## src/source/calc_pkg.sv

```systemverilog
`default_nettype none

package calc_pkg;

    localparam int KEY_WIDTH = 16;

    typedef logic [KEY_WIDTH-1:0] key_code_t;  // one-cold, a low line is a pressed key

    localparam key_code_t KEY_IDLE  = '1;
    localparam key_code_t KEY_0     = 16'b1110_1111_1111_1111;
    localparam key_code_t KEY_1     = 16'b1111_1011_1111_1111;
    localparam key_code_t KEY_2     = 16'b1111_1101_1111_1111;
    localparam key_code_t KEY_3     = 16'b1111_1110_1111_1111;
    localparam key_code_t KEY_4     = 16'b1111_1111_1110_1111;
    localparam key_code_t KEY_5     = 16'b1111_1111_1101_1111;
    localparam key_code_t KEY_6     = 16'b1111_1111_1011_1111;
    localparam key_code_t KEY_7     = 16'b1111_1111_1111_1110;
    localparam key_code_t KEY_8     = 16'b1111_1111_1111_1101;
    localparam key_code_t KEY_9     = 16'b1111_1111_1111_1011;
    localparam key_code_t KEY_PLUS  = 16'b0111_1111_1111_1111;
    localparam key_code_t KEY_MINUS = 16'b1111_0111_1111_1111;
    localparam key_code_t KEY_MUL   = 16'b1111_1111_0111_1111;
    localparam key_code_t KEY_EQL   = 16'b1011_1111_1111_1111;

    localparam int DIGIT_W = 4;

    typedef logic [DIGIT_W-1:0] digit_t;

    localparam digit_t SIGN_CODE = 4'd10;  // drawn as a minus sign

    typedef enum logic [1:0] {
        OP_ADD,
        OP_SUB,
        OP_MUL
    } op_t;

    typedef enum logic [1:0] {
        KIND_DIGIT,
        KIND_OP,
        KIND_EQL,
        KIND_NONE
    } key_kind_t;

endpackage

`default_nettype wire

```

## src/source/key_scanner.sv

```systemverilog
`timescale 1ns/1ps
`default_nettype none

module key_scanner (
    input  wire logic                clk_in,
    input  wire logic                rst_n_in,
    input  wire calc_pkg::key_code_t key_i,
    output logic                     press_o,
    output calc_pkg::key_kind_t      kind_o,
    output calc_pkg::digit_t         digit_o,
    output calc_pkg::op_t            op_o
);
    import calc_pkg::*;

    key_code_t key_q1;
    key_code_t key_q2;

    always_ff @(posedge clk_in or negedge rst_n_in) begin
        if (!rst_n_in) begin
            key_q1  <= KEY_IDLE;
            key_q2  <= KEY_IDLE;
            press_o <= 1'b0;
        end else begin
            key_q1  <= key_i;
            key_q2  <= key_q1;
            press_o <= (&key_q2) & ~(&key_q1);  // idle to pressed edge
        end
    end

    always_comb begin
        kind_o  = KIND_DIGIT;
        digit_o = '0;
        op_o    = OP_ADD;
        case (key_q2)
            KEY_0:     digit_o = 4'd0;
            KEY_1:     digit_o = 4'd1;
            KEY_2:     digit_o = 4'd2;
            KEY_3:     digit_o = 4'd3;
            KEY_4:     digit_o = 4'd4;
            KEY_5:     digit_o = 4'd5;
            KEY_6:     digit_o = 4'd6;
            KEY_7:     digit_o = 4'd7;
            KEY_8:     digit_o = 4'd8;
            KEY_9:     digit_o = 4'd9;
            KEY_PLUS:  kind_o  = KIND_OP;
            KEY_MINUS: begin
                kind_o = KIND_OP;
                op_o   = OP_SUB;
            end
            KEY_MUL:   begin
                kind_o = KIND_OP;
                op_o   = OP_MUL;
            end
            KEY_EQL:   kind_o  = KIND_EQL;
            default:   kind_o  = KIND_NONE;  // chords and unused keys
        endcase
    end

endmodule

`default_nettype wire

```

## src/source/operand_entry.sv

```systemverilog
`timescale 1ns/1ps
`default_nettype none

module operand_entry #(
    parameter  int OPERAND_DIGITS = 2,
    localparam int OPERAND_W      = $clog2(10 ** OPERAND_DIGITS),
    localparam int ENTRY_W        = OPERAND_DIGITS * calc_pkg::DIGIT_W,
    localparam int CNT_W          = $clog2(OPERAND_DIGITS + 1)
) (
    input  wire logic                 clk_in,
    input  wire logic                 rst_n_in,
    input  wire logic                 press_i,
    input  wire calc_pkg::key_kind_t  kind_i,
    input  wire calc_pkg::digit_t     digit_i,
    input  wire calc_pkg::op_t        op_i,
    input  wire logic                 conv_done_i,
    output logic                      start_o,
    output logic [OPERAND_W-1:0]      num_a_o,
    output logic [OPERAND_W-1:0]      num_b_o,
    output calc_pkg::op_t             op_sel_o,
    output logic [ENTRY_W-1:0]        entry_digits_o,
    output logic [CNT_W-1:0]          entry_count_o,
    output logic                      show_result_o,
    output logic                      new_entry_o
);
    import calc_pkg::*;

    typedef enum logic [1:0] {
        FIRST,     // no digit of operand a yet
        OPERATOR,  // operand a has digits, operator allowed
        SECOND,
        RESULT
    } state_t;

    state_t                state;
    logic                  is_digit;
    logic                  entry_full;
    logic [OPERAND_W-1:0]  digit_ext;
    logic [ENTRY_W-1:0]    shifted_digits;

    assign is_digit       = (kind_i == KIND_DIGIT);
    assign entry_full     = (entry_count_o == CNT_W'(OPERAND_DIGITS));
    assign digit_ext      = OPERAND_W'(digit_i);
    assign shifted_digits = (entry_digits_o << DIGIT_W) | ENTRY_W'(digit_i);  // new digit at right
    assign show_result_o  = (state == RESULT);

    always_ff @(posedge clk_in or negedge rst_n_in) begin
        if (!rst_n_in) begin
            state          <= FIRST;
            num_a_o        <= '0;
            num_b_o        <= '0;
            op_sel_o       <= OP_ADD;
            entry_digits_o <= '0;
            entry_count_o  <= '0;
            start_o        <= 1'b0;
            new_entry_o    <= 1'b0;
        end else begin
            start_o     <= 1'b0;
            new_entry_o <= 1'b0;
            if (press_i) begin
                case (state)
                    FIRST, RESULT: begin
                        // a result is left alone until conversion is done
                        if (is_digit && (state == FIRST || conv_done_i)) begin
                            num_a_o        <= digit_ext;
                            entry_digits_o <= ENTRY_W'(digit_i);
                            entry_count_o  <= CNT_W'(1);
                            new_entry_o    <= (state == RESULT);
                            state          <= OPERATOR;
                        end
                    end
                    OPERATOR: begin
                        if (is_digit && !entry_full) begin
                            num_a_o        <= num_a_o * OPERAND_W'(10) + digit_ext;
                            entry_digits_o <= shifted_digits;
                            entry_count_o  <= entry_count_o + 1'b1;
                        end else if (kind_i == KIND_OP) begin
                            op_sel_o       <= op_i;
                            num_b_o        <= '0;
                            entry_digits_o <= '0;
                            entry_count_o  <= '0;
                            state          <= SECOND;
                        end
                    end
                    SECOND: begin
                        if (is_digit && !entry_full) begin
                            num_b_o        <= num_b_o * OPERAND_W'(10) + digit_ext;
                            entry_digits_o <= shifted_digits;
                            entry_count_o  <= entry_count_o + 1'b1;
                        end else if (kind_i == KIND_EQL && entry_count_o != '0) begin
                            start_o <= 1'b1;
                            state   <= RESULT;
                        end
                    end
                    default: state <= FIRST;
                endcase
            end
        end
    end

endmodule

`default_nettype wire

```

## src/source/result_converter.sv

```systemverilog
`timescale 1ns/1ps
`default_nettype none

module result_converter #(
    parameter  int OPERAND_DIGITS = 2,
    localparam int DISPLAY_DIGITS = 2 * OPERAND_DIGITS,
    localparam int OPERAND_W      = $clog2(10 ** OPERAND_DIGITS),
    localparam int RES_W          = $clog2(10 ** DISPLAY_DIGITS),
    localparam int POS_W          = $clog2(DISPLAY_DIGITS)
) (
    input  wire logic                                clk_in,
    input  wire logic                                rst_n_in,
    input  wire logic                                start_i,
    input  wire logic                                new_entry_i,
    input  wire logic [OPERAND_W-1:0]                num_a_i,
    input  wire logic [OPERAND_W-1:0]                num_b_i,
    input  wire calc_pkg::op_t                       op_sel_i,
    output calc_pkg::digit_t [DISPLAY_DIGITS-1:0]    res_digits_o,
    output logic                                     negative_o,
    output logic                                     done_o
);
    import calc_pkg::*;

    logic [RES_W-1:0] a_ext;
    logic [RES_W-1:0] b_ext;
    logic [RES_W-1:0] magnitude;
    logic [RES_W-1:0] remainder;
    logic [RES_W-1:0] step;
    logic [POS_W-1:0] pos;
    logic             a_below_b;
    logic             busy;

    function automatic logic [RES_W-1:0] pow10(input logic [POS_W-1:0] p);
        logic [RES_W-1:0] v;
        v = RES_W'(1);
        for (int i = 0; i < DISPLAY_DIGITS - 1; i++) begin
            if (i < int'(p)) begin
                v = v * RES_W'(10);
            end
        end
        return v;
    endfunction

    assign a_ext     = RES_W'(num_a_i);
    assign b_ext     = RES_W'(num_b_i);
    assign a_below_b = (num_a_i < num_b_i);
    assign step      = pow10(pos);  // weight of the digit being counted

    always_comb begin
        case (op_sel_i)
            OP_SUB:  magnitude = a_below_b ? (b_ext - a_ext) : (a_ext - b_ext);
            OP_MUL:  magnitude = a_ext * b_ext;
            default: magnitude = a_ext + b_ext;
        endcase
    end

    always_ff @(posedge clk_in or negedge rst_n_in) begin
        if (!rst_n_in) begin
            remainder    <= '0;
            res_digits_o <= '0;
            pos          <= '0;
            negative_o   <= 1'b0;
            busy         <= 1'b0;
            done_o       <= 1'b0;
        end else if (start_i) begin
            remainder    <= magnitude;
            res_digits_o <= '0;
            pos          <= POS_W'(DISPLAY_DIGITS - 1);  // start at the top position
            negative_o   <= (op_sel_i == OP_SUB) && a_below_b;
            busy         <= 1'b1;
            done_o       <= 1'b0;
        end else begin
            if (new_entry_i) begin
                done_o <= 1'b0;
            end
            if (busy) begin
                if (remainder == '0) begin
                    busy   <= 1'b0;
                    done_o <= 1'b1;
                end else if (remainder >= step) begin
                    remainder         <= remainder - step;
                    res_digits_o[pos] <= res_digits_o[pos] + 4'd1;
                end else begin
                    pos <= pos - 1'b1;  // never below 0, remainder is zero by then
                end
            end
        end
    end

endmodule

`default_nettype wire

```

## src/source/display_select.sv

```systemverilog
`timescale 1ns/1ps
`default_nettype none

module display_select #(
    parameter  int OPERAND_DIGITS = 2,
    localparam int DISPLAY_DIGITS = 2 * OPERAND_DIGITS,
    localparam int ENTRY_W        = OPERAND_DIGITS * calc_pkg::DIGIT_W,
    localparam int CNT_W          = $clog2(OPERAND_DIGITS + 1),
    localparam int POS_W          = $clog2(DISPLAY_DIGITS)
) (
    input  wire logic                                  show_result_i,
    input  wire logic [ENTRY_W-1:0]                    entry_digits_i,
    input  wire logic [CNT_W-1:0]                      entry_count_i,
    input  wire calc_pkg::digit_t [DISPLAY_DIGITS-1:0] res_digits_i,
    input  wire logic                                  negative_i,
    input  wire logic                                  done_i,
    output calc_pkg::digit_t [DISPLAY_DIGITS-1:0]      digits_o,
    output logic [DISPLAY_DIGITS-1:0]                  seg_en_o
);
    import calc_pkg::*;

    digit_t [DISPLAY_DIGITS-1:0] entry_view;
    logic   [POS_W-1:0]          msd;

    always_comb begin
        entry_view = '0;
        for (int i = 0; i < OPERAND_DIGITS; i++) begin
            entry_view[i] = entry_digits_i[i*DIGIT_W +: DIGIT_W];
        end

        msd = '0;  // all zero still shows position 0
        for (int i = 0; i < DISPLAY_DIGITS; i++) begin
            if (res_digits_i[i] != '0) begin
                msd = POS_W'(i);
            end
        end

        if (show_result_i) begin
            digits_o = res_digits_i;
            for (int i = 0; i < DISPLAY_DIGITS; i++) begin
                seg_en_o[i] = done_i && (i <= int'(msd));
                if (negative_i && (i == int'(msd) + 1)) begin
                    digits_o[i] = SIGN_CODE;  // sign just left of msd
                    seg_en_o[i] = done_i;
                end
            end
        end else begin
            digits_o = entry_view;
            for (int i = 0; i < DISPLAY_DIGITS; i++) begin
                seg_en_o[i] = (i < int'(entry_count_i));
            end
        end
    end

endmodule

`default_nettype wire

```

## src/source/calculator_top.sv

```systemverilog
`timescale 1ns/1ps
`default_nettype none

module calculator_top #(
    parameter  int OPERAND_DIGITS = 2,
    localparam int DISPLAY_DIGITS = 2 * OPERAND_DIGITS,
    localparam int OPERAND_W      = $clog2(10 ** OPERAND_DIGITS),
    localparam int ENTRY_W        = OPERAND_DIGITS * calc_pkg::DIGIT_W,
    localparam int CNT_W          = $clog2(OPERAND_DIGITS + 1)
) (
    input  wire logic                             clk_in,
    input  wire logic                             rst_n_in,
    input  wire calc_pkg::key_code_t              key_i,
    output calc_pkg::digit_t [DISPLAY_DIGITS-1:0] digits_o,
    output logic [DISPLAY_DIGITS-1:0]             seg_en_o,
    output logic                                  calc_done_o
);
    import calc_pkg::*;

    logic                        press;
    key_kind_t                   kind;
    digit_t                      digit;
    op_t                         op;
    logic                        start;
    logic [OPERAND_W-1:0]        num_a;
    logic [OPERAND_W-1:0]        num_b;
    op_t                         op_sel;
    logic [ENTRY_W-1:0]          entry_digits;
    logic [CNT_W-1:0]            entry_count;
    logic                        show_result;
    logic                        new_entry;
    digit_t [DISPLAY_DIGITS-1:0] res_digits;
    logic                        negative;

    key_scanner i_key_scanner (
        .clk_in   (clk_in),
        .rst_n_in (rst_n_in),
        .key_i    (key_i),
        .press_o  (press),
        .kind_o   (kind),
        .digit_o  (digit),
        .op_o     (op)
    );

    operand_entry #(
        .OPERAND_DIGITS (OPERAND_DIGITS)
    ) i_operand_entry (
        .clk_in         (clk_in),
        .rst_n_in       (rst_n_in),
        .press_i        (press),
        .kind_i         (kind),
        .digit_i        (digit),
        .op_i           (op),
        .conv_done_i    (calc_done_o),
        .start_o        (start),
        .num_a_o        (num_a),
        .num_b_o        (num_b),
        .op_sel_o       (op_sel),
        .entry_digits_o (entry_digits),
        .entry_count_o  (entry_count),
        .show_result_o  (show_result),
        .new_entry_o    (new_entry)
    );

    result_converter #(
        .OPERAND_DIGITS (OPERAND_DIGITS)
    ) i_result_converter (
        .clk_in       (clk_in),
        .rst_n_in     (rst_n_in),
        .start_i      (start),
        .new_entry_i  (new_entry),
        .num_a_i      (num_a),
        .num_b_i      (num_b),
        .op_sel_i     (op_sel),
        .res_digits_o (res_digits),
        .negative_o   (negative),
        .done_o       (calc_done_o)
    );

    display_select #(
        .OPERAND_DIGITS (OPERAND_DIGITS)
    ) i_display_select (
        .show_result_i  (show_result),
        .entry_digits_i (entry_digits),
        .entry_count_i  (entry_count),
        .res_digits_i   (res_digits),
        .negative_i     (negative),
        .done_i         (calc_done_o),
        .digits_o       (digits_o),
        .seg_en_o       (seg_en_o)
    );

endmodule

`default_nettype wire

```

## config.mk

```make
export PLATFORM = sky130hd
export DESIGN_NAME = calculator_top
export DESIGN_NICKNAME = d
export VERILOG_FILES = /design/src/source/calc_pkg.sv /design/src/source/key_scanner.sv /design/src/source/operand_entry.sv /design/src/source/result_converter.sv /design/src/source/display_select.sv /design/src/source/calculator_top.sv
export SDC_FILE = /design/constraint.sdc
export NUM_CORES = 1
export LEC_CHECK = 0
export ABC_CLOCK_PERIOD_IN_PS = 10400
export BUFFER_PORTS_ARGS = -buffer_cell sky130_fd_sc_hd__buf_2
export CORE_MARGIN = 4
export CORE_UTILIZATION = 60
export CTS_CLUSTER_DIAMETER = 150
export DETAILED_ROUTE_END_ITERATION = 7
export PLACE_DENSITY = 0.78
export SLEW_MARGIN = 10
export SYNTH_ARGS = -nofsm -noshare
export SYNTH_HDL_FRONTEND = slang
export SYNTH_SLANG_ARGS = --single-unit
```

## constraint.sdc

```tcl
create_clock -name clk_in -period 10.4 [get_ports clk_in]
set_clock_uncertainty 0.1 [all_clocks]
set_input_delay 0.52 -clock clk_in [delete_from_list [all_inputs] [get_ports clk_in]]
set_output_delay 0.52 -clock clk_in [all_outputs]
set_load 0.005 [all_outputs]
```

Word-level counts from Yosys, hierarchy flattened. Index checks and enable logic that the tools add are counted.

Input port bits: 18. Output and inout port bits: 21. Register bits after elaboration: 98. Word-level logic and storage cells: 198.

Mux-type cells: 73. Multipliers: 5. Reductions and logical operators: 38. $lt $le $gt $ge: 13. Bitwise operators: 4. Eq/ne operators: 35. $add $sub $neg: 10.

Operators by type and width (number): equality test 16 bit, second input constant (13); 2-to-1 mux 14 bit (7); 2-to-1 mux 16 bit (5); equality test 3 x 32 -> 1 bit, first input constant (2); one-hot mux 4 bit (9 select lines) (1); 2-to-1 mux 7 bit (5); equality test 2 x 32 -> 1 bit, first input constant (1); zero test 32 bit (1); 2-to-1 mux 4 bit (8); 2-to-1 mux 8 bit (4); AND reduction 16 bit (2); 2-to-1 mux 2 bit (14); one-hot mux 14 bit (2 select lines) (1); one-hot mux 7 bit (2 select lines) (2); one-hot mux 8 bit (3 select lines) (1); 2-to-1 mux 1 bit (18); one-hot mux 2 bit (3 select lines) (3); bitwise mux 16 bit (1); equality test 16 x 15 -> 1 bit, second input constant (1); subtractor 7 x 7 -> 8 bit (2); adder 7 x 4 -> 7 bit (2); >= comparator 14 bit (1); zero test 14 bit (1); multiplier 14 x 3 -> 13 bit, second input constant (1); 40 further kinds (81).

Depth between registers and ports, before layout.
Depth in word-level cells: 11. Mapped depth: 18. Gate-level depth less buffers: 18.

Hierarchy. A second synthesis with hierarchy kept.

Cell total of the unflattened synthesis: 894. Area total of the unflattened synthesis: 8528.2 µm².

By module, submodules not included: result_converter (sequential area each 875.8 µm², cells each 578, times used 1, area each 4973.5 µm²); operand_entry (sequential area each 750.7 µm², cells each 178, times used 1, area each 1983.2 µm²); key_scanner (sequential area each 865.8 µm², cells each 96, times used 1, area each 1291.2 µm²); display_select (sequential area each 0.0 µm², cells each 42, times used 1, area each 280.3 µm²).

Worst setup path after synthesis. OpenSTA, ideal clock, no wires.

Path type: register to register. From: register i_operand_entry.num_b_o[1]. To: register i_result_converter.remainder[13]. Period minus slack after synthesis: 4.688 ns. Setup time: 0.131 ns. Setup slack: 5.712 ns. Arrival: 4.457 ns. Data required time: 10.169 ns. Stages on the path, launching flop included: 19. Buffers on the path: 0. Cells stage by stage: dfrtp_1 > inv_1 > nor2_1 > fa_1 > inv_1 > fa_1 > inv_1 > fa_1 > inv_1 > fa_1 > inv_1 > ha_1 > o21ai_0 > inv_1 > a211oi_1 > o21a_1 > or4_1 > a31oi_1 > o211ai_1.

Word-level cells in the longest chain between the ends: 4. Elaborated cells on any way between the ends: 7. Those cells by class: add/sub (2); mul (1); order compare (1); mux (3).

RTL lines: from (decl) (line operand_entry.sv:19) `output logic [OPERAND_W-1:0] num_b_o,`; from (signal assigned) (line operand_entry.sv:87) `num_b_o <= num_b_o * OPERAND_W'(10) + digit_ext;`; branches (longest 2 deep; another with multiplier 7 x 7 -> 14 bit); one-hot mux 14 bit (2 select lines) * (line result_converter.sv:50) `case (op_sel_i)`; 2-to-1 mux 14 bit * (line result_converter.sv:65) `end else if (start_i) begin`; to (signal assigned) (line result_converter.sv:66) `remainder <= magnitude;`; to (signal assigned) (line result_converter.sv:81) `remainder <= remainder - step;`; to (decl) (line result_converter.sv:27) `logic [RES_W-1:0] remainder;`.

Mark *: on every way between the ends. A chain may end at the register's enable or synchronous reset.

Worst setup path after layout. Same ends and word-level chain as after synthesis.

==> results.toml <==
[outcome]
status = "finished, final reports clean"

[worst_hold_path]
min_path_cells = 1
hp-class = "input port to flop"
hold_path_startpoint = "key_i[14]"
holdPathEnd = "i_key_scanner.key_q1[14]$_DFF_PN1_"

[timing]
hold_viol = 0
fin_tns_setup_ps = 0
setup_viol = 0
slew_headroom_pct = 36.76
maxSlewViolCount = 0
fin_crit_sh_pct = 47.96
rsz0062_at_grt = "false"
fmax_mhz = 200.5
worst_pin_slew_ps = 948.7
period_minus_slack_ps = 4988

[logic_synthesis]
synthArstFlopShare_pct = 100.0
synth-edff-count = 0
yosysSeqAreaShare_pct = 29.89
synth_seq_cells = 98
synth_nets = 1041
syn_avg_cell_area_um2 = 9.316
synth_ff_type = "dfrtp_1"
netlist-cell-type-count = 75
yosys_warnings = 0
syn_area_mm2 = 0.008338
synthCells = 895

[drt]
post_drt_via_cell_ratio = 6.013
dr.pass1.iters = 8
wirelength_um = 18850
first_iter_violations = 497
drc = 0
ant_nets = 0
vias = 6638
wire_per_inst_um = 17.07

[cells_and_area]
areaGrowthSynthToFinish_pct = 7.698
final_layout_size_suffix_gt1_share_pct = 13.36
finalInstanceArea_mm2 = 0.008980
fillers = 1086
diodes = 0
fin_nets = 1069
final_util_pct = 67.01

[critical_path]
cp_num_cells = 18
critPathSlowestCell = "fa_1"
ff2ff_path_depth = 18
required_ps = 10530
slowest_delay_ps = 530
crit_fanout = 9
crit_buf_inv = 6
crit_top_cell = "inv_1"
rrSetupSlack_ps = 5410
r2r_start = "i_operand_entry.num_b_o[1]$_DFFE_PN0P_"
rr_endpoint = "i_result_converter.remainder[13]$_DFFE_PN0P_"
critical-path-top-delay-family = "adder cells"
setup.worst_path.start_class = "flop"
crit_type = "flop to flop"
path_cells = "inv_1, nor2_1, fa_1, inv_1, fa_1, inv_1, fa_1, inv_1, fa_1, inv_1, ha_1, o21ai_0, inv_1, a211oi_1, o21a_1, or4_1, a31oi_1, o211ai_1"
cp.arrival_ps = 5120
worst_setup_path_end_kind = "flop"

[power]
intPower_w = 0.0005835
p_leak_nw = 4.216
netSwitchingPower_w = 0.0001793
p_comb_share_pct = 2.4
p_clk_share_pct = 45.4
p_per_area_mw_per_mm2 = 84.95
power_frac_seq_pct = 52.3
switching_share_pct = 23.51
irDropWorstVdd_mv = 0.1386

[clock_tree]
clkSlewWorstSetupHoldPaths_ps = 70
post_cts_resized = 0
clk_path_buf_depth = 2
cts_made_buffers = 9
cts_tree = "built"
cts_sinks = 98
cts_root_buf = "clkbuf_16"
htreeDepth = 3
clkLatencyLatePin_ps = 360

[floorplan]
die_y_um = 125.9
coreArea_mm2 = 0.01340
initial_core_util_pct = 62.22
die_w_um = 125.9
pin_count = 39
dieArea_mm2 = 0.01585
rows = 42

[place]
port_buffers = 38
dp_hpwl_um = 14710
place.gp.congestion = 0.9380
placed_area_mm2 = 0.008655

[flow_run]
maxCapViolations = 0

[global_route]
antenna_found_initial = 0
grt_pass1_vias = 6517
grt_max_degree = 81
globalRouteOverflowTotal = 0
gr-usage-all-layers_pct = 24.31
grt_pass1_wl_um = 31690
## worst max-delay path by stage
stage          slack, ps                                           end                                   start
2_1_floorplan       5710  i_result_converter.remainder[13]$_DFFE_PN0P_  i_operand_entry.num_b_o[1]$_DFFE_PN0P_
3_3_place_gp        5520  i_result_converter.remainder[13]$_DFFE_PN0P_  i_operand_entry.num_b_o[1]$_DFFE_PN0P_
3_5_place_dp        5410  i_result_converter.remainder[13]$_DFFE_PN0P_  i_operand_entry.num_b_o[1]$_DFFE_PN0P_
4_1_cts             5410  i_result_converter.remainder[13]$_DFFE_PN0P_  i_operand_entry.num_b_o[1]$_DFFE_PN0P_
5_1_grt             5190  i_result_converter.remainder[12]$_DFFE_PN0P_  i_operand_entry.num_b_o[1]$_DFFE_PN0P_
6_report            5410  i_result_converter.remainder[13]$_DFFE_PN0P_  i_operand_entry.num_b_o[1]$_DFFE_PN0P_
## power groups by stage
| stage | logic [W] | clock network, W | registers [W] |
|---|---|---|---|
| 3_5_place_dp | 0.0000182 | 0 | 0.000406 |
| 3_3_place_gp | 0.0000176 | 0 | 0.000405 |
| 4_1_cts | 0.0000187 | 0.000352 | 0.000399 |
| 5_1_grt | 0.0000208 | 0.000369 | 0.000400 |
| 2_1_floorplan | 0.00000675 | 0 | 0.000404 |
| 6_report | 0.0000180 | 0.000346 | 0.000399 |
## routing by layer
layer	track usage, %	part of all wire (%)	routed length, µm
met4	7.382	2.2	412
met5	0	0	0
met1	33.04	44	8239
met2	39.97	48	9052
met3	4.318	6.1	1141
## flip-flops by register name, indices dropped and copies added, names as in the netlist
signal / flops
i_result_converter.busy: 1
i_operand_entry.num_a_o: 7
i_key_scanner.key_q2: 16
i_result_converter.done_o: 1
i_result_converter.negative_o: 1
i_operand_entry.start_o: 1
i_result_converter.res_digits_o: 16
i_result_converter.pos: 2
i_operand_entry.state: 2
i_key_scanner.press_o: 1
i_operand_entry.num_b_o: 7
i_operand_entry.new_entry_o: 1
i_result_converter.remainder: 14
i_operand_entry.op_sel_o: 2
i_key_scanner.key_q1: 16
i_operand_entry.entry_digits_o: 8
i_operand_entry.entry_count_o: 2
## layout make-up
type,instances,area (µm²),area share (%)
Sequential cell,98,2492,27.76
Tap cell,176,220.2,2.452
Inverter,89,334.1,3.720
Multi-Input combinational cell,684,5400,60.14
Clock inverter,6,65.06,0.7245
Clock buffer,10,250.2,2.787
Timing Repair Buffer,41,217.7,2.424
## what timing repair did
action,4_1_cts,5_1_grt
buffers inserted,0,0
hold buffers,1,0
hold endpoints to repair,18,0
## logic make-up (layout without fill, tap and decap cells)
kind of cell,after synthesis,count (layout),share of synthesized area [%]
AO/OA/AOI/OAI,200,200,16.72
XOR/XNOR,46,46,4.832
adder cells (fa/ha/maj),128,128,22.09
buffers and inverters,113,146,5.342
flip-flops,98,98,29.89
multiplexers,30,30,4.352
AND/OR/NAND/NOR,280,280,16.78
## worst register-to-register path, cell delays in order (launching register included)
cell      delay (ps)
dfrtp_1          500
inv_1            350
nor2_1           100
fa_1             490
inv_1             50
fa_1             480
inv_1             60
fa_1             530
inv_1             50
fa_1             520
inv_1             40
ha_1             310
o21ai_0          130
inv_1             80
a211oi_1          90
o21a_1           210
or4_1            500
a31oi_1          170
o211ai_1          90
## cell usage in the layout, fill, tap and decap left out, types with 6 or more instances in the layout
cell type	synthesis	routed
and3_1	8	8
nor3b_1	6	6
nand4_1	13	13
fa_1	32	32
buf_2	8	37
dfrtp_1	66	66
inv_1	89	89
nor2b_1	15	15
o31ai_1	28	28
o21bai_1	7	7
o21ai_0	43	43
nand3_1	29	29
nor2_1	68	68
mux2i_1	19	19
ha_1	96	96
clkbuf_16	0	10
and2_1	6	6
nor3_1	12	12
nor4_1	6	6
a31oi_1	10	10
a21oi_1	39	39
a21o_1	9	9
xor2_1	16	16
a211oi_1	7	7
dfstp_2	32	32
o21a_1	8	8
xnor2_1	30	30
nand2_1	88	88
mux2_2	6	6
## through the flow
step                cells  setup WS (ps)  hold slack (ps)  total power [W]
floorplan             895           5712            124.4        0.0004105
global placement     1087           5518            255.6        0.0004230
detailed placement   1087           5412            256.2        0.0004238
CTS                  1104           5406            145.3        0.0007696
global route         1104           5187            140.5        0.0007898
finish               1104           5412            154.5        0.0007629
## Yosys cell counts, types with 15 or more instances
master | n | area share [%]
a21oi_1 | 39 | 2.3
ha_1 | 96 | 14
nand2_1 | 88 | 4.0
dfrtp_1 | 66 | 20
dfstp_2 | 32 | 10
nand3_1 | 29 | 1.7
o21ai_0 | 43 | 2.6
fa_1 | 32 | 7.7
inv_1 | 89 | 4.0
xor2_1 | 16 | 1.7
nor2b_1 | 15 | 1.1
o31ai_1 | 28 | 2.5
nor2_1 | 68 | 3.1
xnor2_1 | 30 | 3.2
mux2i_1 | 19 | 2.3
(Power assumes the default switching activity.)
